## config.mk

```make
export PLATFORM = sky130hd
export DESIGN_NAME = page_router
export DESIGN_NICKNAME = d
export VERILOG_FILES = /design/src/design/soc_pkg.sv /design/src/design/page_router.sv
export SDC_FILE = /design/constraint.sdc
export NUM_CORES = 1
export LEC_CHECK = 0
export BUFFER_PORTS_ARGS = -buffer_cell sky130_fd_sc_hd__buf_2
export CAP_MARGIN = 20
export CORE_MARGIN = 5
export CORE_UTILIZATION = 33
export DETAILED_ROUTE_END_ITERATION = 6
export PLACE_DENSITY = 0.77
export SLEW_MARGIN = 20
export SYNTH_ARGS = -nofsm -noshare
export SYNTH_HDL_FRONTEND = slang
export SYNTH_SLANG_ARGS = --single-unit
```

## constraint.sdc

```tcl
create_clock -name clk -period 1.7 [get_ports clk]
set_input_delay 0.17 -clock clk [delete_from_list [all_inputs] [get_ports clk]]
set_output_delay 0.17 -clock clk [all_outputs]
set_load 0.01 [all_outputs]
```

## src/design/soc_pkg.sv

```systemverilog
// Shared widths, page map, register offsets and bus types
// Address layout is page[15:12], word offset[11:2], byte lane[1:0]
// Byte lane bits are not decoded; every access is word aligned
package soc_pkg;

	// ----------------------------------------
	// Bus widths
	// ----------------------------------------
	localparam int ADDR_W = 16;
	localparam int DATA_W = 32;
	localparam int SEL_W  = DATA_W / 8;
	localparam int LANE_W = $clog2(SEL_W);
	localparam int PAGE_W = 4;
	localparam int OFFS_W = 10;

	// ----------------------------------------
	// Page map
	// ----------------------------------------
	localparam logic [PAGE_W-1:0] PAGE_BRAM  = 4'd0;
	localparam logic [PAGE_W-1:0] PAGE_TIMER = 4'd7;
	localparam logic [PAGE_W-1:0] PAGE_GPIO  = 4'd8;

	// Timer register word offsets
	localparam logic [OFFS_W-1:0] TMR_CTRL    = 10'd0;
	localparam logic [OFFS_W-1:0] TMR_COMPARE = 10'd1;
	localparam logic [OFFS_W-1:0] TMR_COUNT   = 10'd2;
	localparam logic [OFFS_W-1:0] TMR_STATUS  = 10'd3;

	// GPIO register word offsets
	localparam logic [OFFS_W-1:0] GPIO_IN   = 10'd0;
	localparam logic [OFFS_W-1:0] GPIO_OUT  = 10'd1;
	localparam logic [OFFS_W-1:0] GPIO_MASK = 10'd2;

	// Interrupt vector, active high
	localparam int IRQ_W     = 2;
	localparam int IRQ_TIMER = 0;
	localparam int IRQ_GPIO  = 1;
	localparam int GPIO_W    = 8;

	// One strobe bit per peripheral
	localparam int NUM_SLV = 3;

	// ----------------------------------------
	// Types
	// ----------------------------------------
	// Master request, 53 bits
	typedef struct packed {
		logic [ADDR_W-1:0] addr;
		logic [DATA_W-1:0] wdata;
		logic [SEL_W-1:0]  sel;
		logic              we;
	} bus_req_t;

	// Response to the master, 33 bits
	typedef struct packed {
		logic [DATA_W-1:0] rdata;
		logic              err;
	} bus_rsp_t;

	// What a peripheral sees, page already stripped
	typedef struct packed {
		logic [OFFS_W-1:0] offs;
		logic [DATA_W-1:0] wdata;
		logic [SEL_W-1:0]  sel;
		logic              we;
	} slv_req_t;

	typedef enum logic [1:0] {
		SLV_BRAM  = 2'd0,
		SLV_TIMER = 2'd1,
		SLV_GPIO  = 2'd2
	} slv_idx_e;

	typedef logic [IRQ_W-1:0] irq_t;

endpackage

```

## src/design/page_router.sv

```systemverilog
// Two-stage page decoder, never stalls
// Caller guarantees a response slot for every accepted request
// Peripherals must return read data exactly one cycle after their strobe
`timescale 1ns/1ps

module page_router (
	input  logic                          clk,
	input  logic                          arst_n_i,
	input  logic                          in_valid_i,
	input  soc_pkg::bus_req_t             in_req_i,
	output soc_pkg::slv_req_t             slv_req_o,
	output logic [soc_pkg::NUM_SLV-1:0]   slv_stb_o,
	input  logic [soc_pkg::DATA_W-1:0]    bram_rdata_i,
	input  logic [soc_pkg::DATA_W-1:0]    tmr_rdata_i,
	input  logic [soc_pkg::DATA_W-1:0]    gpio_rdata_i,
	output logic                          out_valid_o,
	output soc_pkg::bus_rsp_t             out_rsp_o
);

	import soc_pkg::*;

	logic [PAGE_W-1:0]  in_page;
	slv_idx_e           dec_idx;
	logic               dec_hit;

	// Stage one
	logic               s1_valid_q;
	logic [NUM_SLV-1:0] s1_stb_q;
	slv_req_t           s1_req_q;
	slv_idx_e           s1_idx_q;
	logic               s1_err_q;

	// Stage two
	logic               s2_valid_q;
	slv_idx_e           s2_idx_q;
	logic               s2_err_q;
	logic               s2_we_q;
	logic [DATA_W-1:0]  sel_rdata;

	assign in_page = in_req_i.addr[ADDR_W-1 -: PAGE_W];

	always_comb begin
		dec_idx = SLV_BRAM;
		dec_hit = 1'b1;
		case (in_page)
			PAGE_BRAM:  dec_idx = SLV_BRAM;
			PAGE_TIMER: dec_idx = SLV_TIMER;
			PAGE_GPIO:  dec_idx = SLV_GPIO;
			default:    dec_hit = 1'b0;
		endcase
	end

	// ----------------------------------------
	// Stage one: register and strobe
	// ----------------------------------------
	always_ff @(posedge clk or negedge arst_n_i) begin
		if (!arst_n_i) begin
			s1_valid_q <= 1'b0;
			s1_stb_q   <= '0;
		end else begin
			s1_valid_q <= in_valid_i;
			// Unmapped page strobes nobody
			s1_stb_q   <= (in_valid_i && dec_hit) ? (NUM_SLV'(1) << dec_idx) : '0;
		end
	end

	always_ff @(posedge clk) begin
		if (in_valid_i) begin
			s1_req_q.offs  <= in_req_i.addr[LANE_W +: OFFS_W];
			s1_req_q.wdata <= in_req_i.wdata;
			s1_req_q.sel   <= in_req_i.sel;
			s1_req_q.we    <= in_req_i.we;
			s1_idx_q       <= dec_idx;
			s1_err_q       <= !dec_hit;
		end
	end

	assign slv_req_o = s1_req_q;
	assign slv_stb_o = s1_stb_q;

	// ----------------------------------------
	// Stage two: collect read data
	// ----------------------------------------
	always_ff @(posedge clk or negedge arst_n_i) begin
		if (!arst_n_i)
			s2_valid_q <= 1'b0;
		else
			s2_valid_q <= s1_valid_q;
	end

	always_ff @(posedge clk) begin
		if (s1_valid_q) begin
			s2_idx_q <= s1_idx_q;
			s2_err_q <= s1_err_q;
			s2_we_q  <= s1_req_q.we;
		end
	end

	always_comb begin
		case (s2_idx_q)
			SLV_BRAM:  sel_rdata = bram_rdata_i;
			SLV_TIMER: sel_rdata = tmr_rdata_i;
			SLV_GPIO:  sel_rdata = gpio_rdata_i;
			default:   sel_rdata = '0;
		endcase
		out_rsp_o.err   = s2_err_q;
		// Errors and writes carry no data
		out_rsp_o.rdata = (s2_err_q || s2_we_q) ? '0 : sel_rdata;
	end

	assign out_valid_o = s2_valid_q;

	// At most one peripheral strobed
	a_stb_onehot: assert property (@(posedge clk) disable iff (!arst_n_i)
		$onehot0(slv_stb_o))
		else $error("bad strobe vector");

endmodule

```

== Word-level counts from Yosys, hierarchy flattened ==
Index checks and enable logic that the tools add are counted.
Word-level totals
  word-level logic and storage cells: 28
  output and inout bits: 84
  input port bits: 152
  flip-flop bits (word level): 59
Operators by class
  multiplexer cells: 5
  shifts and indexed selects: 1
  reductions and logical operators: 6
  eq/ne operators: 4
Operators by type and width (count)
  $pmux 32 s3: 1
  $mux 32: 1
  $eq 4x3->1 const B: 1
  $eq 4x4->1 const B: 1
  $logic_not 4->1: 1
  $pmux 2 s2: 1
  $mux 3: 1
  $reduce_or 3->1: 1
  $shl 1x2->3 const A: 1
  $eq 2x1->1 const B: 1
  $eq 2x2->1 const B: 1
  $logic_not 2->1: 1
  $logic_and 1x1->1: 1
  $logic_not 1->1: 1
  $logic_or 1x1->1: 1
  $mux 1: 1

== Logic depth before layout (Yosys ltp) ==
  depth in word-level cells: 5
  mapped depth: 4
  depth with buffers taken out: 3

== Worst setup path after synthesis ==
No wires, ideal clock.
  path type: reg-to-output
  start point: reg s2_idx_q[1]
  end point: out out_rsp_o[10] (netlist bit)
  path slack: 0.307 ns
  stages on the path, launching flop included: 4
  arrival: 1.223 ns
  path buffers: 1
  cells stage by stage: edfxtp_1 > a211o_4 > buf_6 > a211oi_2
RTL lines
  from (decl): line page_router.sv:35  | slv_idx_e s2_idx_q;
  from (signal assigned): line page_router.sv:93  | s2_idx_q <= s1_idx_q;
  to (decl): line page_router.sv:17  | output soc_pkg::bus_rsp_t out_rsp_o

==> results.yml <==
grt:
  grt_overflow: 0
  grt_max_degree: 45
  grt_usage_pct: 15.4
  grt_pass1_vias: 2758
  antenna_found_initial: 0
  grt_pass1_wl_um: 13900
status:
  violations: "negative setup slack"
  outcome: "finished, violations left"
route:
  antenna_left: 0
  via_per_inst: 4.60
  firstDrtPassIters: 5
  routedWlPerCell_um: 16.6
  drt-initial-drc-count: 112
  wl_um: 9950
  drc: 0
  via_count: 2756
synthesis:
  synthesis.nets: 369
  ys_ff_latch: 59
  synth_warnings: 0
  synth_area_per_cell_um2: 14.4
  synth.distinct_cells: 18
  syn_inst: 217
  synthesis.area_um2: 3120
  yosysSeqAreaShare_pct: 56.0
clock_tree:
  cts_tree: "built"
  cts_buffers: 9
  htree_levels: 3
  cts_max_path_buffers: 2
  clock-root-buffer: "clkbuf_8"
  clock_sinks: 59
  clk_latency_ns: 0.32
  path_clk_slew_ns: 0.07
critical_path:
  setup.worst_path.class: "reg -> out"
  cp.arrival_ns: 1.74
  critPathLaunchType: "flop"
  required_ns: 1.53
  path_max_fanout: 8
  end_kind: "output port"
floorplan:
  dieWidth_um: 107
  die_height_um: 107
  num_rows: 35
  initial_core_util_pct: 33.7
  coreArea_um2: 9240
  dieArea_um2: 11500
  io_pins: 236
timing:
  worstMarginPinSlew_ns: 0.374
  finalHoldViolCount: 0
  setup_viol: 32
  skew_ns: 0.00262
  finalCritPeriodShare_pct: 112
  slew_headroom_pct: 74.8
  fmax_mhz: 523
  fin_crit_ns: 1.91
  setup_ws_ns: -0.211
  rsz0062_at_grt: "yes"
  drv_slew: 0
  setup_tns_ns: -5.30
pwr:
  clkPwrFrac_pct: 33.1
  p_switching_w: 0.00105
  finalPower_w: 0.00403
  switching_share_pct: 26.0
  p_leak_nw: 2.13
  max-vdd-ir-drop_mv: 0.998
  p_per_area_nw_per_um2: 823
  comb_power_share_pct: 23.5
  p_seq_share_pct: 43.4
  internal-power_w: 0.00298
final_layout:
  diodes: 0
  syn2layout_area_growth_pct: 56.9
  seqCellArea_um2: 1750
  design_area_um2: 4890
  fillers: 810
  multi_input_area_um2: 1330
  fin_nets: 617
  drive_gt1_share_pct: 71.1
min_path:
  hold_path.class: "in -> reg"
place:
  dpl_cell_area_um2: 4390
  hpwl_um: 6960
  place.gp.congestion: 0.707
  port_buffers: 233
  place_ws_ns: 0.0722
job:
  cap_violations: 0
stage by stage:
stage,hold WS [ns],utilization (%),std cells
3_3_place_gp,-0.0151,47.5,566
2_1_floorplan,-0.126,-,217
4_1_cts,0.00549,51.4,590
5_1_grt,-0.00239,52.9,599
6_report,0.0213,52.9,599
3_5_place_dp,-0.00624,47.5,566
worst paths after layout:
check,endpoint,slack [ns],from,cells past startpoint
setup / recovery,out_rsp_o[21],-0.21,s2_idx_q[1],4
min in group asynchronous,slv_stb_o[0],0.20,arst_n_i,2
hold reg to reg,s2_idx_q[1],0.42,s1_idx_q[1],0
hold / removal,slv_req_o[46],0.02,in_req_i[48],1
max in group asynchronous,slv_stb_o[1],1.36,arst_n_i,2
setup reg to reg,s2_we_q,0.97,s1_valid_q,0
kinds of logic (layout without fill, tap and decap cells):
logic type / Yosys count / in the layout / share of synthesized area [%]
simple gates: 72 / 72 / 14.3
compound gates: 65 / 68 / 24.5
flops: 59 / 59 / 56.0
buf+inv: 21 / 271 / 5.22
final cells by class:
cell class | count | share of cell area [%]
Tap cell | 129 | 3.30
Timing Repair Buffer | 255 | 29.6
Sequential cell | 59 | 35.7
Clock buffer | 11 | 2.69
Clock inverter | 5 | 1.59
Multi-Input combinational cell | 140 | 27.1
sequential cells by signal, indices dropped and copies added, names as in the netlist:
register	cells
slv_stb_o	3
s2_we_q	1
out_valid_o	1
s2_idx_q	2
s1_idx_q	2
s2_err_q	1
s1_valid_q	1
slv_req_o	47
s1_err_q	1
cells in the mapped netlist, drive strengths merged:
master  instances  area [um2]
and3            1        6.26
edfxtp         54        1620
and4b           1        10.0
a211o           1        17.5
clkbuf          2        7.51
nand2b         32         200
a211oi         64         746
dfrtp           5         125
buf            19         155
nor2            2        7.51
and2            2        12.5
nor2b          32         200
nand2           1        3.75
nor3            1        5.00
cells in the final DEF, fill, tap and decap left out, types with 2 or more instances in the layout:
cell type      count
buf_4              7
nor2b_1           21
a211oi_2          57
clkbuf_1           2
nor2_1             2
nand2b_1          32
bufinv_16          2
edfxtp_1          54
a211o_4            4
clkinv_2           2
dlygate4sd3_1      8
a211oi_1           6
dfrtp_1            5
buf_12             4
nor2b_2           10
clkbuf_8           9
and2_1             2
buf_2            233
repair_timing:
item	in CTS	in global routing
gates cloned	4	1
hold buffers	1	7
pin swaps	1	0
gates resized for setup	13	9
buffers inserted	3	1
endpoints found under the setup margin	32	32
endpoints found under the hold margin	5	7
per-layer routing:
metal,vias up,wire length (um),part of all wire (%),GRT usage (%)
li1,1330,-,-,-
met5,-,0,0,0
met4,0,72,0.72,3.56
met3,6,1370,14,7.47
met2,174,4970,50,27.6
met1,1246,3530,36,16.3
critical path: stages, from the launching register on:
cell and delay, ns:
edfxtp_1 0.46, buf_4 0.19, a211o_4 0.41, a211oi_4 0.20, buf_2 0.17
power groups by stage:
stage	Sequential [W]	Clock (W)	Combinational (W)
5_1_grt	0.00176	0.00145	0.00102
3_3_place_gp	0.00177	0	0.000817
2_1_floorplan	0.00182	0	0.000402
6_report	0.00175	0.00133	0.000945
4_1_cts	0.00175	0.00136	0.000909
3_5_place_dp	0.00177	0	0.000836
Power figures use the tool's default switching activity.
