### src/design/soc_pkg.sv
// Shared widths, page map, register offsets and bus types
// Address layout is page[15:12], word offset[11:2], byte lane[1:0]
// Byte lane bits are not decoded; every access is word aligned
package soc_pkg;

	// ----------------------------------------
	// Bus widths
	// ----------------------------------------
	localparam int ADDR_W = 16;
	localparam int DATA_W = 32;
	localparam int SEL_W  = DATA_W / 8;
	localparam int LANE_W = $clog2(SEL_W);
	localparam int PAGE_W = 4;
	localparam int OFFS_W = 10;

	// ----------------------------------------
	// Page map
	// ----------------------------------------
	localparam logic [PAGE_W-1:0] PAGE_BRAM  = 4'd0;
	localparam logic [PAGE_W-1:0] PAGE_TIMER = 4'd7;
	localparam logic [PAGE_W-1:0] PAGE_GPIO  = 4'd8;

	// Timer register word offsets
	localparam logic [OFFS_W-1:0] TMR_CTRL    = 10'd0;
	localparam logic [OFFS_W-1:0] TMR_COMPARE = 10'd1;
	localparam logic [OFFS_W-1:0] TMR_COUNT   = 10'd2;
	localparam logic [OFFS_W-1:0] TMR_STATUS  = 10'd3;

	// GPIO register word offsets
	localparam logic [OFFS_W-1:0] GPIO_IN   = 10'd0;
	localparam logic [OFFS_W-1:0] GPIO_OUT  = 10'd1;
	localparam logic [OFFS_W-1:0] GPIO_MASK = 10'd2;

	// Interrupt vector, active high
	localparam int IRQ_W     = 2;
	localparam int IRQ_TIMER = 0;
	localparam int IRQ_GPIO  = 1;
	localparam int GPIO_W    = 8;

	// One strobe bit per peripheral
	localparam int NUM_SLV = 3;

	// ----------------------------------------
	// Types
	// ----------------------------------------
	// Master request, 53 bits
	typedef struct packed {
		logic [ADDR_W-1:0] addr;
		logic [DATA_W-1:0] wdata;
		logic [SEL_W-1:0]  sel;
		logic              we;
	} bus_req_t;

	// Response to the master, 33 bits
	typedef struct packed {
		logic [DATA_W-1:0] rdata;
		logic              err;
	} bus_rsp_t;

	// What a peripheral sees, page already stripped
	typedef struct packed {
		logic [OFFS_W-1:0] offs;
		logic [DATA_W-1:0] wdata;
		logic [SEL_W-1:0]  sel;
		logic              we;
	} slv_req_t;

	typedef enum logic [1:0] {
		SLV_BRAM  = 2'd0,
		SLV_TIMER = 2'd1,
		SLV_GPIO  = 2'd2
	} slv_idx_e;

	typedef logic [IRQ_W-1:0] irq_t;

endpackage

### src/design/timer_slave.sv
// Compare timer, full word register writes, byte selects ignored
// Counter wraps to zero on match and sets a sticky status
// Lowering compare below the count lets the count run to its own wrap
`timescale 1ns/1ps

module timer_slave (
	input  logic                       clk,
	input  logic                       arst_n_i,
	input  logic                       stb_i,
	input  soc_pkg::slv_req_t          req_i,
	output logic [soc_pkg::DATA_W-1:0] rdata_o,
	output logic                       irq_o
);

	import soc_pkg::*;

	logic              en_q;
	logic [DATA_W-1:0] compare_q;
	logic [DATA_W-1:0] count_q;
	logic              status_q;
	logic [DATA_W-1:0] rdata_q;
	logic              wr;
	logic              hit;

	assign wr  = stb_i && req_i.we;
	assign hit = en_q && (count_q == compare_q);

	// ----------------------------------------
	// Control, compare and counter
	// ----------------------------------------
	always_ff @(posedge clk or negedge arst_n_i) begin
		if (!arst_n_i) begin
			en_q      <= 1'b0;
			compare_q <= '0;
			count_q   <= '0;
			status_q  <= 1'b0;
		end else begin
			if (wr && req_i.offs == TMR_CTRL)
				en_q <= req_i.wdata[0];
			if (wr && req_i.offs == TMR_COMPARE)
				compare_q <= req_i.wdata;

			if (hit)
				count_q <= '0;
			else if (en_q)
				count_q <= count_q + 1'b1;

			// Any write clears, a match in the same cycle still wins
			if (wr && req_i.offs == TMR_STATUS)
				status_q <= 1'b0;
			if (hit)
				status_q <= 1'b1;
		end
	end

	// ----------------------------------------
	// Read back
	// ----------------------------------------
	always_ff @(posedge clk) begin
		if (stb_i) begin
			case (req_i.offs)
				TMR_CTRL:    rdata_q <= DATA_W'(en_q);
				TMR_COMPARE: rdata_q <= compare_q;
				TMR_COUNT:   rdata_q <= count_q;
				TMR_STATUS:  rdata_q <= DATA_W'(status_q);
				default:     rdata_q <= '0;
			endcase
		end
	end

	assign rdata_o = rdata_q;
	// Level interrupt straight from the sticky bit
	assign irq_o   = status_q;

endmodule

### config.mk
export PLATFORM = sky130hd
export DESIGN_NAME = timer_slave
export DESIGN_NICKNAME = d
export VERILOG_FILES = /design/src/design/soc_pkg.sv /design/src/design/timer_slave.sv
export SDC_FILE = /design/constraint.sdc
export NUM_CORES = 1
export LEC_CHECK = 0
export ABC_CLOCK_PERIOD_IN_PS = 4000
export BUFFER_PORTS_ARGS = -buffer_cell sky130_fd_sc_hd__buf_4
export CELL_PAD_IN_SITES_DETAIL_PLACEMENT = 0
export CELL_PAD_IN_SITES_GLOBAL_PLACEMENT = 1
export CORE_MARGIN = 8
export CORE_UTILIZATION = 48
export DETAILED_ROUTE_END_ITERATION = 7
export PLACE_DENSITY = 0.81
export SYNTH_ARGS = -nofsm -noshare
export SYNTH_HDL_FRONTEND = slang
export SYNTH_SLANG_ARGS = --single-unit
### constraint.sdc
create_clock -name clk -period 4 [get_ports clk]
set_clock_uncertainty 0.05 [all_clocks]
set_input_delay 1.2 -clock clk [delete_from_list [all_inputs] [get_ports clk]]
set_output_delay 1.2 -clock clk [all_outputs]
set_load 0.02 [all_outputs]
Yosys cells after proc, flatten, opt, wreduce, memory -nomap -nowiden
Cells that the tools add are included.
{ "op_classes": {"n_lt_le_gt_ge": 0, "n_reduce_logical": 8, "n_mux": 5, "eq_ne": 4, "n_shift": 0, "div_mod_pow": 0, "n_addsub": 1, "multipliers": 0, "n_bitwise": 0} }
{ "op_table": {"columns": ["cell", "count"], "rows": [
  ["one-hot mux 32 bit (4 select lines)", 1],
  ["two-way mux 32 bit", 2],
  ["adder 32 x 1 -> 32 bit, second input constant", 1],
  ["== test 32 bit", 1],
  ["== test 10 x 2 -> 1 bit, second input constant", 2],
  ["== test 10 x 1 -> 1 bit, second input constant", 1],
  ["zero test 10 bit", 1],
  ["logical AND 1 bit", 5],
  ["nonzero test 2 bit", 2],
  ["two-way mux 1 bit", 2]
]} }
{ "totals": {"out_inout_bits": 33, "ramBits": 0, "rom_bits": 0, "register_bits": 98, "mem_count": 0, "latch_bits": 0, "in_bits": 50, "elab_cells": 23} }

Longest topological paths before layout
{ "depth": {"depth_word": 4, "mapped_depth": 7, "mapped_depth_nobuf": 6} }

Least setup slack after synthesis
No wires, ideal clock.
{ "synth_path": {"kind": "input to register", "from": "input req_i[42] in the netlist's numbering", "to": "register compare_q[0]", "path_slack_ns": 1.265, "arrival_time_ns": 2.558, "setup_ns": 0.128, "n_path_buf": 1, "path_stages": 6, "required_time_ns": 3.822, "cell_sequence": "nor4_2 > nand2_1 > nor3b_2 > nand3_2 > buf_2 > mux2_1"} }
{ "synth_via": {"elab_chain_cells": 2} }
{ "synth_lines": {"columns": ["item", "line_no", "source"], "rows": [
  ["start, declared", "timer_slave.sv:10", "input soc_pkg::slv_req_t req_i,"],
  ["== test 10 x 1 -> 1 bit", "timer_slave.sv:40", "if (wr && req_i.offs == TMR_COMPARE)"],
  ["logical AND 1 bit", "timer_slave.sv:40", null],
  ["end signal, assigned", "timer_slave.sv:41", "compare_q <= req_i.wdata;"],
  ["end, declared", "timer_slave.sv:18", "logic [DATA_W-1:0] compare_q;"]
]} }
Every way passes these cells.
A chain may end at the register's enable or synchronous reset.

Final worst setup path
{ "layout_path": {"from": "input req_i[42] in the netlist's numbering", "to": "register compare_q[29]"} }
The elaborated chain is that of the path after synthesis.

==> flow_summary.rst <==
.. list-table::
   :header-rows: 1

   * - Metric
     - Value
   * - Result of the run
     - complete, no violations
   * - Cell-by-cell trace of the critical path
     - buf_4 -> nor4_2 -> nand2_1 -> nor3b_4 -> nand3_2 -> buf_4 -> mux2_1
   * - Post-route DRC violation count
     - 0
   * - Number of enable-type register cells in the synthesized netlist
     - 32
   * - Adder-cell share of the synthesized area
     - 0.270%
   * - Final Non-Filler Cells
     - 584
   * - Antenna violations before repair
     - 0
   * - Number of buffers and inverters on the critical path
     - 2
   * - Maxcap violations
     - 0
   * - Slowest cell on the critical path
     - sky130_fd_sc_hd__mux2_1
   * - Delay of the slowest critical-path stage
     - 0.34 ns
   * - Post-cts resize count
     - 0
   * - TritonCTS clock tree
     - yes
   * - CTS buffer count
     - 9
   * - Maximum clock insertion buffer count
     - 2
   * - Total Die Area
     - 13,000 sq um
   * - Data required time at the worst endpoint
     - 4.18 ns
   * - Final-report hold violation count
     - 0
   * - RSZ-0062 raised after global routing
     - false
   * - Post-CTS Hold Buffers
     - 0
   * - Number of clock sinks
     - 98
   * - Post-synthesis async set-or-reset flop share
     - 67.3%
   * - Leakage Power
     - 2.76 nW
   * - #FFs+latches synth
     - 98
   * - Synthesized net count
     - 424
   * - CP endpoint kind
     - flop
   * - Headroom to the max-slew limit
     - 41.6%
   * - Chip height
     - 114 um
   * - Multiplexer share of the synthesized area
     - 8.52%
   * - Number of post-CTS setup repair buffers
     - 0
   * - Tightest Hold Check Type
     - reg2reg
   * - Floorplan Core Area
     - 9550 sq um
   * - Number of distinct library cells after synthesis
     - 34
   * - Number of slew-limit violations in the final report
     - 0
   * - Final-stage net count
     - 497
   * - Horizontal extent of the die
     - 114 um
   * - Sequential cell area fraction in the yosys report
     - 56.5%
   * - Yosys synthesis warning count
     - 0
   * - Crit path kind
     - in2reg
   * - Post-Synth Simple-Gate Area
     - 14.7%
   * - Layout-stage area growth over the synthesis result
     - 19.7%
   * - Post-Place Setup Slack
     - 1.02 ns
   * - Placed Instances
     - 568
   * - Parity-gate share of the synthesized area counting xor and xnor cells
     - 11.7%
   * - Post-Route WL
     - 10.6 mm
   * - Source-to-sink clock delay at the later pin of the worst-skew pair
     - 0.36 ns
   * - Arrival time at the worst endpoint
     - 2.78 ns
   * - Cell repeated most along the worst path
     - sky130_fd_sc_hd__buf_4
   * - Overall Global Routing Usage
     - 17.1%
   * - Number of instances in the synthesized netlist
     - 373
   * - Clk pin slew, worst setup/hold paths
     - 0.08 ns
   * - Total of buffers placed on input and output ports
     - 78
   * - Final global-route overflow total
     - 0
   * - Upper clock frequency limit
     - 386 MHz
   * - Root Buffer Master
     - sky130_fd_sc_hd__clkbuf_8
   * - Per-cell via count in the routed design
     - 5.51
   * - Crit path max-delay family
     - simple AND/OR/NAND/NOR gates
   * - Number of global-route vias before repair
     - 3,351
   * - Number of iterations in the first detailed-routing pass
     - 4
   * - Worst-path fanout max
     - 17
   * - Detailed router's first-iteration violation count
     - 123
   * - Final setup fails
     - 0
   * - Complex-gate fraction of the synthesized area
     - 6.28%
   * - DPL Wire Length
     - 7.56 mm
   * - Most used flip-flop cell after synthesis
     - sky130_fd_sc_hd__dfrtp_1
   * - Total number of placement rows
     - 36
   * - Boundary Pins
     - 83
   * - Initial core utilization
     - 48.4%
   * - Critical Path Source Type
     - primary input
   * - Total standard cell area after synthesis
     - 4630 sq um
   * - Post-route ant nets
     - 0
   * - Mean routed wirelength per cell
     - 18.2 um
   * - Total negative slack
     - 0 ns
   * - Global placer's final weighted congestion
     - 0.835
   * - Ratio of cells with drive above 1 in the final layout
     - 24.2%
   * - First-pass GRT wire length
     - 17.4 mm
   * - Post-route setup slack
     - 1.41 ns
   * - # H-tree levels
     - 3
   * - Minimum period implied by the final worst setup slack
     - 2.59 ns
   * - Largest net degree at the start of global routing
     - 67
   * - Total power
     - 1.80 mW
   * - Number of antenna diodes
     - 0
   * - Routed via count
     - 3,218
   * - Worst-case vdd ir drop
     - 206 uV
   * - Largest family of logic cells by synthesized area
     - simple AND/OR/NAND/NOR gates
   * - Mean post-synth cell area
     - 12.4 sq um
   * - Power Density
     - 326 nW/um^2
   * - Fin crit share
     - 64.8%
   * - Least-Margin Pin Slew
     - 0.876 ns
[worst paths after layout]
path | start | end | slack [ns] | cells after the start
worst max-delay path | req_i[42] | compare_q[29]$_DFFE_PN0P_ | 1.41 | 7
worst min-delay path | compare_q[15]$_DFFE_PN0P_ | compare_q[15]$_DFFE_PN0P_ | 0.49 | 1
worst max register to register | count_q[9]$_DFFE_PN0P_ | count_q[19]$_DFFE_PN0P_ | 1.60 | 6
worst min register to register | compare_q[15]$_DFFE_PN0P_ | compare_q[15]$_DFFE_PN0P_ | 0.49 | 1
max in group asynchronous | arst_n_i | compare_q[12]$_DFFE_PN0P_ | 2.41 | 1
min in group asynchronous | arst_n_i | compare_q[6]$_DFFE_PN0P_ | 0.89 | 1
[logic make-up after synthesis]
| group | Yosys count |
|---|---|
| XOR/XNOR | 62 |
| adder cells (fa/ha/maj) | 1 |
| buffers and inverters | 22 |
| AND/OR/NAND/NOR | 122 |
| flip-flops | 98 |
| AO/OA/AOI/OAI | 34 |
| multiplexers | 34 |
[registers in the layout (all words and copies together), names as in the netlist]
register / count
en_q: 1
count_q: 32
irq_o: 1
compare_q: 32
rdata_o: 32
[final cells by class]
class | instances | area, sq um
Inverter | 1 | 3.75
Clock inverter | 1 | 5.00
Sequential cell | 98 | 2610
Multi-Input combinational cell | 253 | 1940
Fill cell | 843 | 4010
Clock buffer | 15 | 189
Tap cell | 133 | 166
Timing Repair Buffer | 83 | 623
[power breakdown]
group / internal [mW] / switching [mW]
clock network: 0.303 / 0.316
logic: 0.0588 / 0.0637
registers: 1.05 / 0.0117
[per-stage QoR]
stage | util, % | cell area, sq um | hold WS (ns)
after global placement | 55.9 | 5340 | 0.454
after floorplan | - | 4630 | 0.452
after detailed placement | 55.9 | 5340 | 0.463
after global routing | 58.0 | 5540 | 0.521
after CTS | 58.0 | 5540 | 0.482
final | 58.0 | 5540 | 0.489
[synth_stat cells, types with 2 or more instances]
library cell	number	area, sq um
sky130_fd_sc_hd__nand4_1	11	68.8
sky130_fd_sc_hd__nor3_1	5	25.0
sky130_fd_sc_hd__xnor2_1	6	52.6
sky130_fd_sc_hd__nand2_1	14	52.6
sky130_fd_sc_hd__buf_2	7	35.0
sky130_fd_sc_hd__mux2_2	3	33.8
sky130_fd_sc_hd__dfrtp_1	66	1650
sky130_fd_sc_hd__nand3_1	17	85.1
sky130_fd_sc_hd__and4_1	3	26.3
sky130_fd_sc_hd__nor2_1	37	139
sky130_fd_sc_hd__a22o_1	31	272
sky130_fd_sc_hd__clkbuf_1	13	48.8
sky130_fd_sc_hd__mux2_1	30	338
sky130_fd_sc_hd__xor2_1	56	490
sky130_fd_sc_hd__nor4_2	4	50.1
sky130_fd_sc_hd__nand2b_1	2	12.5
sky130_fd_sc_hd__nand4b_1	2	17.5
sky130_fd_sc_hd__edfxtp_1	32	961
sky130_fd_sc_hd__and3_1	5	31.3
sky130_fd_sc_hd__nor4_1	15	93.8
[metal layers]
| layer | share of wire (%) | global-route usage [%] | vias up |
|---|---|---|---|
| met2 | 49 | 28.8 | 85 |
| met4 | 1.1 | 5.59 | 0 |
| met5 | 0 | 0 | - |
| met3 | 5.6 | 4.69 | 11 |
| met1 | 44 | 20.7 | 1616 |
| li1 | - | - | 1506 |
[cell usage in the layout, fill, tap and decap left out, drive strengths merged, types with 2 or more instances in the layout]
cell    instances
nand3          18
xnor2           6
nor3b           2
nor2           37
dfrtp          66
buf            83
nand4          12
mux2           33
a22o           31
nor4           20
edfxtp         32
clkbuf         15
and4            3
nor3            5
and3            5
nand2b          2
nand4b          2
xor2           56
nand2          14
Note: power is estimated with default switching activity, not from simulation.
