===== src/design/soc_pkg.sv =====
// Shared widths, page map, register offsets and bus types
// Address layout is page[15:12], word offset[11:2], byte lane[1:0]
// Byte lane bits are not decoded; every access is word aligned
package soc_pkg;

	// ----------------------------------------
	// Bus widths
	// ----------------------------------------
	localparam int ADDR_W = 16;
	localparam int DATA_W = 32;
	localparam int SEL_W  = DATA_W / 8;
	localparam int LANE_W = $clog2(SEL_W);
	localparam int PAGE_W = 4;
	localparam int OFFS_W = 10;

	// ----------------------------------------
	// Page map
	// ----------------------------------------
	localparam logic [PAGE_W-1:0] PAGE_BRAM  = 4'd0;
	localparam logic [PAGE_W-1:0] PAGE_TIMER = 4'd7;
	localparam logic [PAGE_W-1:0] PAGE_GPIO  = 4'd8;

	// Timer register word offsets
	localparam logic [OFFS_W-1:0] TMR_CTRL    = 10'd0;
	localparam logic [OFFS_W-1:0] TMR_COMPARE = 10'd1;
	localparam logic [OFFS_W-1:0] TMR_COUNT   = 10'd2;
	localparam logic [OFFS_W-1:0] TMR_STATUS  = 10'd3;

	// GPIO register word offsets
	localparam logic [OFFS_W-1:0] GPIO_IN   = 10'd0;
	localparam logic [OFFS_W-1:0] GPIO_OUT  = 10'd1;
	localparam logic [OFFS_W-1:0] GPIO_MASK = 10'd2;

	// Interrupt vector, active high
	localparam int IRQ_W     = 2;
	localparam int IRQ_TIMER = 0;
	localparam int IRQ_GPIO  = 1;
	localparam int GPIO_W    = 8;

	// One strobe bit per peripheral
	localparam int NUM_SLV = 3;

	// ----------------------------------------
	// Types
	// ----------------------------------------
	// Master request, 53 bits
	typedef struct packed {
		logic [ADDR_W-1:0] addr;
		logic [DATA_W-1:0] wdata;
		logic [SEL_W-1:0]  sel;
		logic              we;
	} bus_req_t;

	// Response to the master, 33 bits
	typedef struct packed {
		logic [DATA_W-1:0] rdata;
		logic              err;
	} bus_rsp_t;

	// What a peripheral sees, page already stripped
	typedef struct packed {
		logic [OFFS_W-1:0] offs;
		logic [DATA_W-1:0] wdata;
		logic [SEL_W-1:0]  sel;
		logic              we;
	} slv_req_t;

	typedef enum logic [1:0] {
		SLV_BRAM  = 2'd0,
		SLV_TIMER = 2'd1,
		SLV_GPIO  = 2'd2
	} slv_idx_e;

	typedef logic [IRQ_W-1:0] irq_t;

endpackage


===== src/design/gpio_slave.sv =====
// 8-bit GPIO with one input sampling register, no metastability filter
// OUT and MASK take wdata[7:0] under byte select 0
// Interrupt is a level, high while any unmasked input is high
`timescale 1ns/1ps

module gpio_slave (
	input  logic                       clk,
	input  logic                       arst_n_i,
	input  logic                       stb_i,
	input  soc_pkg::slv_req_t          req_i,
	output logic [soc_pkg::DATA_W-1:0] rdata_o,
	input  logic [soc_pkg::GPIO_W-1:0] gpio_in_i,
	output logic [soc_pkg::GPIO_W-1:0] gpio_out_o,
	output logic                       irq_o
);

	import soc_pkg::*;

	logic [GPIO_W-1:0] in_q;
	logic [GPIO_W-1:0] out_q;
	logic [GPIO_W-1:0] mask_q;
	logic              irq_q;
	logic [DATA_W-1:0] rdata_q;
	logic              wr_lo;

	assign wr_lo = stb_i && req_i.we && req_i.sel[0];

	always_ff @(posedge clk or negedge arst_n_i) begin
		if (!arst_n_i) begin
			in_q   <= '0;
			out_q  <= '0;
			mask_q <= '0;
			irq_q  <= 1'b0;
		end else begin
			in_q  <= gpio_in_i;
			irq_q <= |(in_q & mask_q);
			if (wr_lo && req_i.offs == GPIO_OUT)
				out_q <= req_i.wdata[GPIO_W-1:0];
			if (wr_lo && req_i.offs == GPIO_MASK)
				mask_q <= req_i.wdata[GPIO_W-1:0];
		end
	end

	// Read back, upper bits zero
	always_ff @(posedge clk) begin
		if (stb_i) begin
			case (req_i.offs)
				GPIO_IN:   rdata_q <= DATA_W'(in_q);
				GPIO_OUT:  rdata_q <= DATA_W'(out_q);
				GPIO_MASK: rdata_q <= DATA_W'(mask_q);
				default:   rdata_q <= '0;
			endcase
		end
	end

	assign rdata_o    = rdata_q;
	assign gpio_out_o = out_q;
	assign irq_o      = irq_q;

endmodule


===== config.mk =====
export PLATFORM = sky130hd
export DESIGN_NAME = gpio_slave
export DESIGN_NICKNAME = d
export VERILOG_FILES = /design/src/design/soc_pkg.sv /design/src/design/gpio_slave.sv
export SDC_FILE = /design/constraint.sdc
export NUM_CORES = 1
export LEC_CHECK = 0
export ABC_AREA = 1
export BUFFER_PORTS_ARGS = -buffer_cell sky130_fd_sc_hd__buf_2
export CORE_MARGIN = 2
export CORE_UTILIZATION = 46
export DETAILED_ROUTE_END_ITERATION = 8
export GPL_ROUTABILITY_DRIVEN = 0
export GPL_TIMING_DRIVEN = 1
export PLACE_DENSITY = 0.85
export SYNTH_ARGS = -nofsm -noshare
export SYNTH_HDL_FRONTEND = slang
export SYNTH_SLANG_ARGS = --single-unit

===== constraint.sdc =====
create_clock -name clk -period 2.05 [get_ports clk]
set_clock_uncertainty 0.1 [all_clocks]
set_input_delay 0.3075 -clock clk [delete_from_list [all_inputs] [get_ports clk]]
set_output_delay 0.3075 -clock clk [all_outputs]
set_load 0.1 [all_outputs]

### Word-level counts from Yosys, hierarchy flattened

Index checks and enable logic that the tools add are counted.

| operators by class | value |
|---|---|
| eq/ne operators | 2 |
| multiplexer cells | 1 |
| bitwise gates (word level) | 1 |
| reductions and logical operators | 6 |

Operators with widths:

| operator | count |
|---|---|
| $pmux W8 S3 | 1 |
| $eq A10 B1 Y1 const B | 1 |
| $eq A10 B2 Y1 const B | 1 |
| $logic_not A10 Y1 | 1 |
| $and A8 B8 Y8 | 1 |
| $reduce_or A8 Y1 | 1 |
| $logic_and A1 B1 Y1 | 4 |

| word-level totals | value |
|---|---|
| flip-flop bits (word level) | 57 |
| input bits | 58 |
| output and inout port bits | 41 |
| word-level logic and storage cells | 15 |

### Depth between registers and ports, before layout

| depth | value |
|---|---|
| word-level depth | 3 |
| gate-level depth with buffers | 6 |
| depth with buffers taken out | 6 |

### Least setup slack after synthesis

OpenSTA, ideal clock, no wires.

| path | value |
|---|---|
| path kind | register -> register |
| from | register out_q[6] (netlist: gpio_out_o[6]) |
| to | register rdata_q[6] (netlist: rdata_o[6]) (data pin) |
| setup time | 0.138 ns |
| arrival time | 1.161 ns |
| data required time | 1.812 ns |
| path slack | 0.651 ns |
| stages on the path, launching flop included | 3 |
| buffers on the path | 0 |
| clock period less this slack | 1.399 ns |
| cells stage by stage | dfrtp_1 -> nand3_1 -> nand3_1 |

| between the ends | value |
|---|---|
| longest elaborated chain between the ends | 1 |

Ends and longest elaborated chain:

| item | line | text |
|---|---|---|
| start: declaration | gpio_slave.sv:20 | `logic [GPIO_W-1:0] out_q;` |
| start signal: assignment | gpio_slave.sv:38 | `out_q <= req_i.wdata[GPIO_W-1:0];` |
| $pmux W8 S3 | gpio_slave.sv:47 | `case (req_i.offs)` |
| end signal: assignment | gpio_slave.sv:48 | `GPIO_IN: rdata_q <= DATA_W'(in_q);` |
| end signal: assignment | gpio_slave.sv:49 | `GPIO_OUT: rdata_q <= DATA_W'(out_q);` |
| end signal: assignment | gpio_slave.sv:50 | `GPIO_MASK: rdata_q <= DATA_W'(mask_q);` |
| end: declaration | gpio_slave.sv:23 | `logic [DATA_W-1:0] rdata_q;` |

Every way passes these cells.
A chain may end at the register's enable or synchronous reset.

### Worst setup path in the final report

| path | value |
|---|---|
| from | register out_q[5] (netlist: gpio_out_o[5]) |
| to | output port gpio_out_o[5] (netlist bit) |

RTL lines:

| item | line | text |
|---|---|---|
| end: declaration | gpio_slave.sv:13 | `output logic [soc_pkg::GPIO_W-1:0] gpio_out_o,` |

No word-level cell between the ends.

==> flow_summary.html <==
<table>
<tr><th>Metric</th><th>Value</th></tr>
<tr><th colspan="2">GRT</th></tr>
<tr><td>Vias in the first global route</td><td>1,212</td></tr>
<tr><td>Total Routing Usage GR</td><td>0.1922</td></tr>
<tr><td>Initial antenna violation count</td><td>0</td></tr>
<tr><td>Global-route wire length before repair</td><td>5768 um</td></tr>
<tr><td>Largest net degree at the start of global routing</td><td>26</td></tr>
<tr><td>Overall overflow remaining after global route</td><td>0</td></tr>
<tr><th colspan="2">Synthesis</th></tr>
<tr><td>Post-synthesis cell count</td><td>170</td></tr>
<tr><td>Synthesized flop and latch total</td><td>33</td></tr>
<tr><td>Area of the mapped netlist</td><td>1613 sq um</td></tr>
<tr><td>Library cell with the largest summed area after synthesis</td><td>sky130_fd_sc_hd__dfrtp_1</td></tr>
<tr><td>Simple-gate share of the synthesized area</td><td>0.2979</td></tr>
<tr><td>Adder-cell share of the synthesized area</td><td>0</td></tr>
<tr><td>Synth cell types</td><td>16</td></tr>
<tr><td>Warnings, synthesis</td><td>0</td></tr>
<tr><td>Combinational family with the most area after synthesis</td><td>simple AND/OR/NAND/NOR gates</td></tr>
<tr><td>Proportion of synthesized area in mux cells</td><td>0</td></tr>
<tr><td>Post-synthesis average cell area</td><td>9.487 sq um</td></tr>
<tr><td>Area fraction in compound gates after synthesis</td><td>0.01396</td></tr>
<tr><td>Seq/Total Area, Yosys</td><td>0.5369</td></tr>
<tr><td>Area contributors post-synth</td><td>sky130_fd_sc_hd__dfrtp_1 (39%), sky130_fd_sc_hd__edfxtp_1 (15%), sky130_fd_sc_hd__buf_4 (13%)</td></tr>
<tr><td>XOR/XNOR share of the synthesized area</td><td>0</td></tr>
<tr><td>Share of the synthesized area in the top cell type</td><td>0.3879</td></tr>
<tr><th colspan="2">Cells and area</th></tr>
<tr><td>Area of all sequential standard cells</td><td>865.8 sq um</td></tr>
<tr><td>Final core area utilization</td><td>0.5785</td></tr>
<tr><td>Final net count</td><td>287</td></tr>
<tr><td>ANT cells</td><td>0</td></tr>
<tr><td>Multi-input gate area in the final layout</td><td>593.1 sq um</td></tr>
<tr><td>Post-route standard cell area excluding fillers</td><td>1946 sq um</td></tr>
<tr><td>Layout cell share with drive strength beyond 1</td><td>0.2739</td></tr>
<tr><td>Post-route non-filler standard cell count</td><td>276</td></tr>
<tr><td>Area growth, synth to finish</td><td>20.64%</td></tr>
<tr><td>Number of filler instances in the final layout</td><td>323</td></tr>
<tr><th colspan="2">Timing</th></tr>
<tr><td>Max-slew violations</td><td>0</td></tr>
<tr><td>PnR worst setup slack</td><td>0.4684 ns</td></tr>
<tr><td>Clock period minus final worst setup slack</td><td>1.582 ns</td></tr>
<tr><td>Setup repair after global routing missed its margin</td><td>no</td></tr>
<tr><td>Hold violation total from the final report</td><td>0</td></tr>
<tr><td>Setup total negative slack</td><td>0 ns</td></tr>
<tr><td>Worst slew slack as a fraction of its limit</td><td>0.6068</td></tr>
<tr><td>Final Cycle Share</td><td>0.7715</td></tr>
<tr><td>Actual slew at the worst max-slew pin</td><td>0.5877 ns</td></tr>
<tr><td>Fmax</td><td>632.3 MHz</td></tr>
<tr><td>Final setup violation count</td><td>0</td></tr>
<tr><th colspan="2">Clock network</th></tr>
<tr><td>Clk Tree Root Cell</td><td>sky130_fd_sc_hd__clkbuf_4</td></tr>
<tr><td>Clock tree from TritonCTS</td><td>yes</td></tr>
<tr><td>Skew-Pair Late Insertion Delay</td><td>0.33 ns</td></tr>
<tr><td>Clock Path Buffers</td><td>2</td></tr>
<tr><td>Hold Buf Count CTS</td><td>9</td></tr>
<tr><td>Count of instances resized after the clock tree is built</td><td>0</td></tr>
<tr><td>Number of setup buffers added after CTS</td><td>0</td></tr>
<tr><td>Clock slew seen by the registers of the worst setup and hold paths</td><td>0.09 ns</td></tr>
<tr><td>Clock sink total</td><td>33</td></tr>
<tr><td>H-tree level count</td><td>2</td></tr>
<tr><td>Number of buffers inserted during clock tree synthesis</td><td>5</td></tr>
<tr><th colspan="2">Worst setup path</th></tr>
<tr><td>Slack of the worst reg-to-reg path</td><td>1.05 ns</td></tr>
<tr><td>Slowest stage cell on the critical path</td><td>sky130_fd_sc_hd__buf_2</td></tr>
<tr><td>Max FO, Critical Path</td><td>3</td></tr>
<tr><td>Cell family with most CP delay</td><td>buffers and inverters</td></tr>
<tr><td>Kind of launch point of the worst setup path</td><td>register</td></tr>
<tr><td>WP data arrival</td><td>1.17 ns</td></tr>
<tr><td>Endpoint of the worst register-to-register path</td><td>irq_o</td></tr>
<tr><td>Classification of the worst setup path</td><td>register to output port</td></tr>
<tr><td>Launching point of the worst reg2reg path</td><td>mask_q[1]</td></tr>
<tr><td>Crit path cell chain</td><td>buf_2</td></tr>
<tr><td>Delay of the slowest critical-path stage</td><td>0.45 ns</td></tr>
<tr><td>Endpoint class of the critical path</td><td>output port</td></tr>
<tr><td>Buffer and inverter count on the worst path</td><td>1</td></tr>
<tr><td>Worst reg-to-reg path cell count</td><td>3</td></tr>
<tr><td>Req. time, crit path</td><td>1.64 ns</td></tr>
<tr><th colspan="2">Run status</th></tr>
<tr><td>Run status</td><td>finished clean</td></tr>
<tr><th colspan="2">Route</th></tr>
<tr><td>Per-cell via count in the routed design</td><td>4.855</td></tr>
<tr><td>Vias</td><td>1,340</td></tr>
<tr><td>Detailed-routing iteration count for the pre-antenna-repair pass</td><td>4</td></tr>
<tr><td>Total Routed Length</td><td>3385 um</td></tr>
<tr><td>Number of nets with antenna violations after detailed routing</td><td>0</td></tr>
<tr><td>Drt initial violations</td><td>56</td></tr>
<tr><td>Detailed-route wire length per cell</td><td>12.26 um</td></tr>
<tr><td>Residual DRC</td><td>0</td></tr>
<tr><th colspan="2">Die</th></tr>
<tr><td>Initial standard-cell utilization of the core</td><td>0.4795</td></tr>
<tr><td>Die Wd</td><td>63.21 um</td></tr>
<tr><td>Core Footprint</td><td>3363 sq um</td></tr>
<tr><td>Rows</td><td>21</td></tr>
<tr><td>Overall die area</td><td>3996 sq um</td></tr>
<tr><td>Top-level port count</td><td>99</td></tr>
<tr><td>Vertical extent of the die</td><td>63.21 um</td></tr>
<tr><th colspan="2">Power and ir drop</th></tr>
<tr><td>Power density normalized to cell area</td><td>709.0 nW/um^2</td></tr>
<tr><td>Worst-case vdd ir drop</td><td>0.0003291 V</td></tr>
<tr><td>Leakage power summed over all cells</td><td>0.001042 uW</td></tr>
<tr><th colspan="2">Hold path</th></tr>
<tr><td>Hold Path Cell Cnt</td><td>3</td></tr>
<tr><td>Worst hold path type</td><td>input port to register</td></tr>
<tr><td>Worst Hold Endpoint</td><td>gpio_out_o[2]</td></tr>
<tr><td>Worst min-delay path startpoint</td><td>req_i[7]</td></tr>
<tr><th colspan="2">Run</th></tr>
<tr><td>MaxCap Viol Count</td><td>0</td></tr>
<tr><th colspan="2">Place</th></tr>
<tr><td>Cell Count Post-Placement</td><td>259</td></tr>
<tr><td>Number of buffers added on ports</td><td>47</td></tr>
<tr><td>Worst slack, placed</td><td>0.4589 ns</td></tr>
<tr><td>Post-place instance area</td><td>1797 sq um</td></tr>
<tr><td>DPL Wire Length</td><td>2392 um</td></tr>
</table>
[layer usage]
| metal | up-vias | share of wire | GRT usage |
|---|---|---|---|
| li1 | 655 | - | - |
| met1 | 603 | 0.40 | 0.2462 |
| met2 | 80 | 0.48 | 0.2952 |
| met3 | 2 | 0.10 | 0.06607 |
| met4 | 0 | 0.010 | 0.08696 |
| met5 | - | 0 | 0 |
[stage by stage]
stage | hold WS [ns] | power (uW)
after floorplan | -0.08809 | 993.1
after global placement | 0.2134 | 1011
after detailed placement | 0.2136 | 1013
after CTS | 0.1129 | 1397
after global routing | 0.1093 | 1442
final | 0.1335 | 1379
[power breakdown]
| part | switching [uW] | total, uW | internal, uW | leakage (uW) |
|---|---|---|---|---|
| Sequential | 6.94 | 692 | 686 | 0.000417 |
| Combinational | 280 | 322 | 42.3 | 0.000593 |
| Clock | 196 | 365 | 169 | 0.0000326 |
| Total | 483 | 1380 | 897 | 0.00104 |
[final cells by class]
type                       count  share of cell area
multi-input combinational    126              0.3048
tap                           46             0.02958
inverter                       2            0.003859
clock buffer                   8             0.03023
timing repair buffer          61              0.1865
sequential                    33              0.4450
[cells in the mapped netlist, drive strengths merged]
| cell type | instances |
|---|---|
| nand2 | 38 |
| nand3 | 35 |
| buf | 32 |
| dfrtp | 25 |
| nand4 | 16 |
| nor2 | 9 |
| edfxtp | 8 |
| a22o | 2 |
| inv | 2 |
| a21oi | 1 |
| and3 | 1 |
| conb | 1 |
[how the worst max path moves through the flow]
stage,from,to,slack [ns],cells after the start
after floorplan,gpio_out_o[6],rdata_o[6],0.65,2
after global placement,req_i[46],mask_q[5],0.52,8
after detailed placement,req_i[46],mask_q[6],0.46,8
after CTS,gpio_out_o[5],gpio_out_o[5],0.46,1
after global routing,gpio_out_o[5],gpio_out_o[5],0.42,1
final,gpio_out_o[5],gpio_out_o[5],0.47,1
[cells in the final DEF (no fill, tap or decap), types with 5 or more instances in the layout]
master and count:
sky130_fd_sc_hd__nand4_1 16, sky130_fd_sc_hd__nand2_1 38, sky130_fd_sc_hd__nor2_1 6, sky130_fd_sc_hd__buf_4 5, sky130_fd_sc_hd__dfrtp_1 25, sky130_fd_sc_hd__edfxtp_1 8, sky130_fd_sc_hd__conb_1 24, sky130_fd_sc_hd__clkbuf_4 5
sky130_fd_sc_hd__buf_2 47, sky130_fd_sc_hd__dlygate4sd3_1 9, sky130_fd_sc_hd__nand3_1 33
[flip-flops by register name, indices dropped and copies added, names as in the netlist]
register	count
rdata_o	8
mask_q	8
gpio_out_o	8
irq_o	1
in_q	8
[logic make-up (layout without fill, tap and decap cells)]
logic type,count (synthesis),count (layout)
flip-flops,33,33
other,1,24
AO/OA/AOI/OAI,3,3
buffers and inverters,34,71
AND/OR/NAND/NOR,99,99
(Power assumes the default switching activity.)
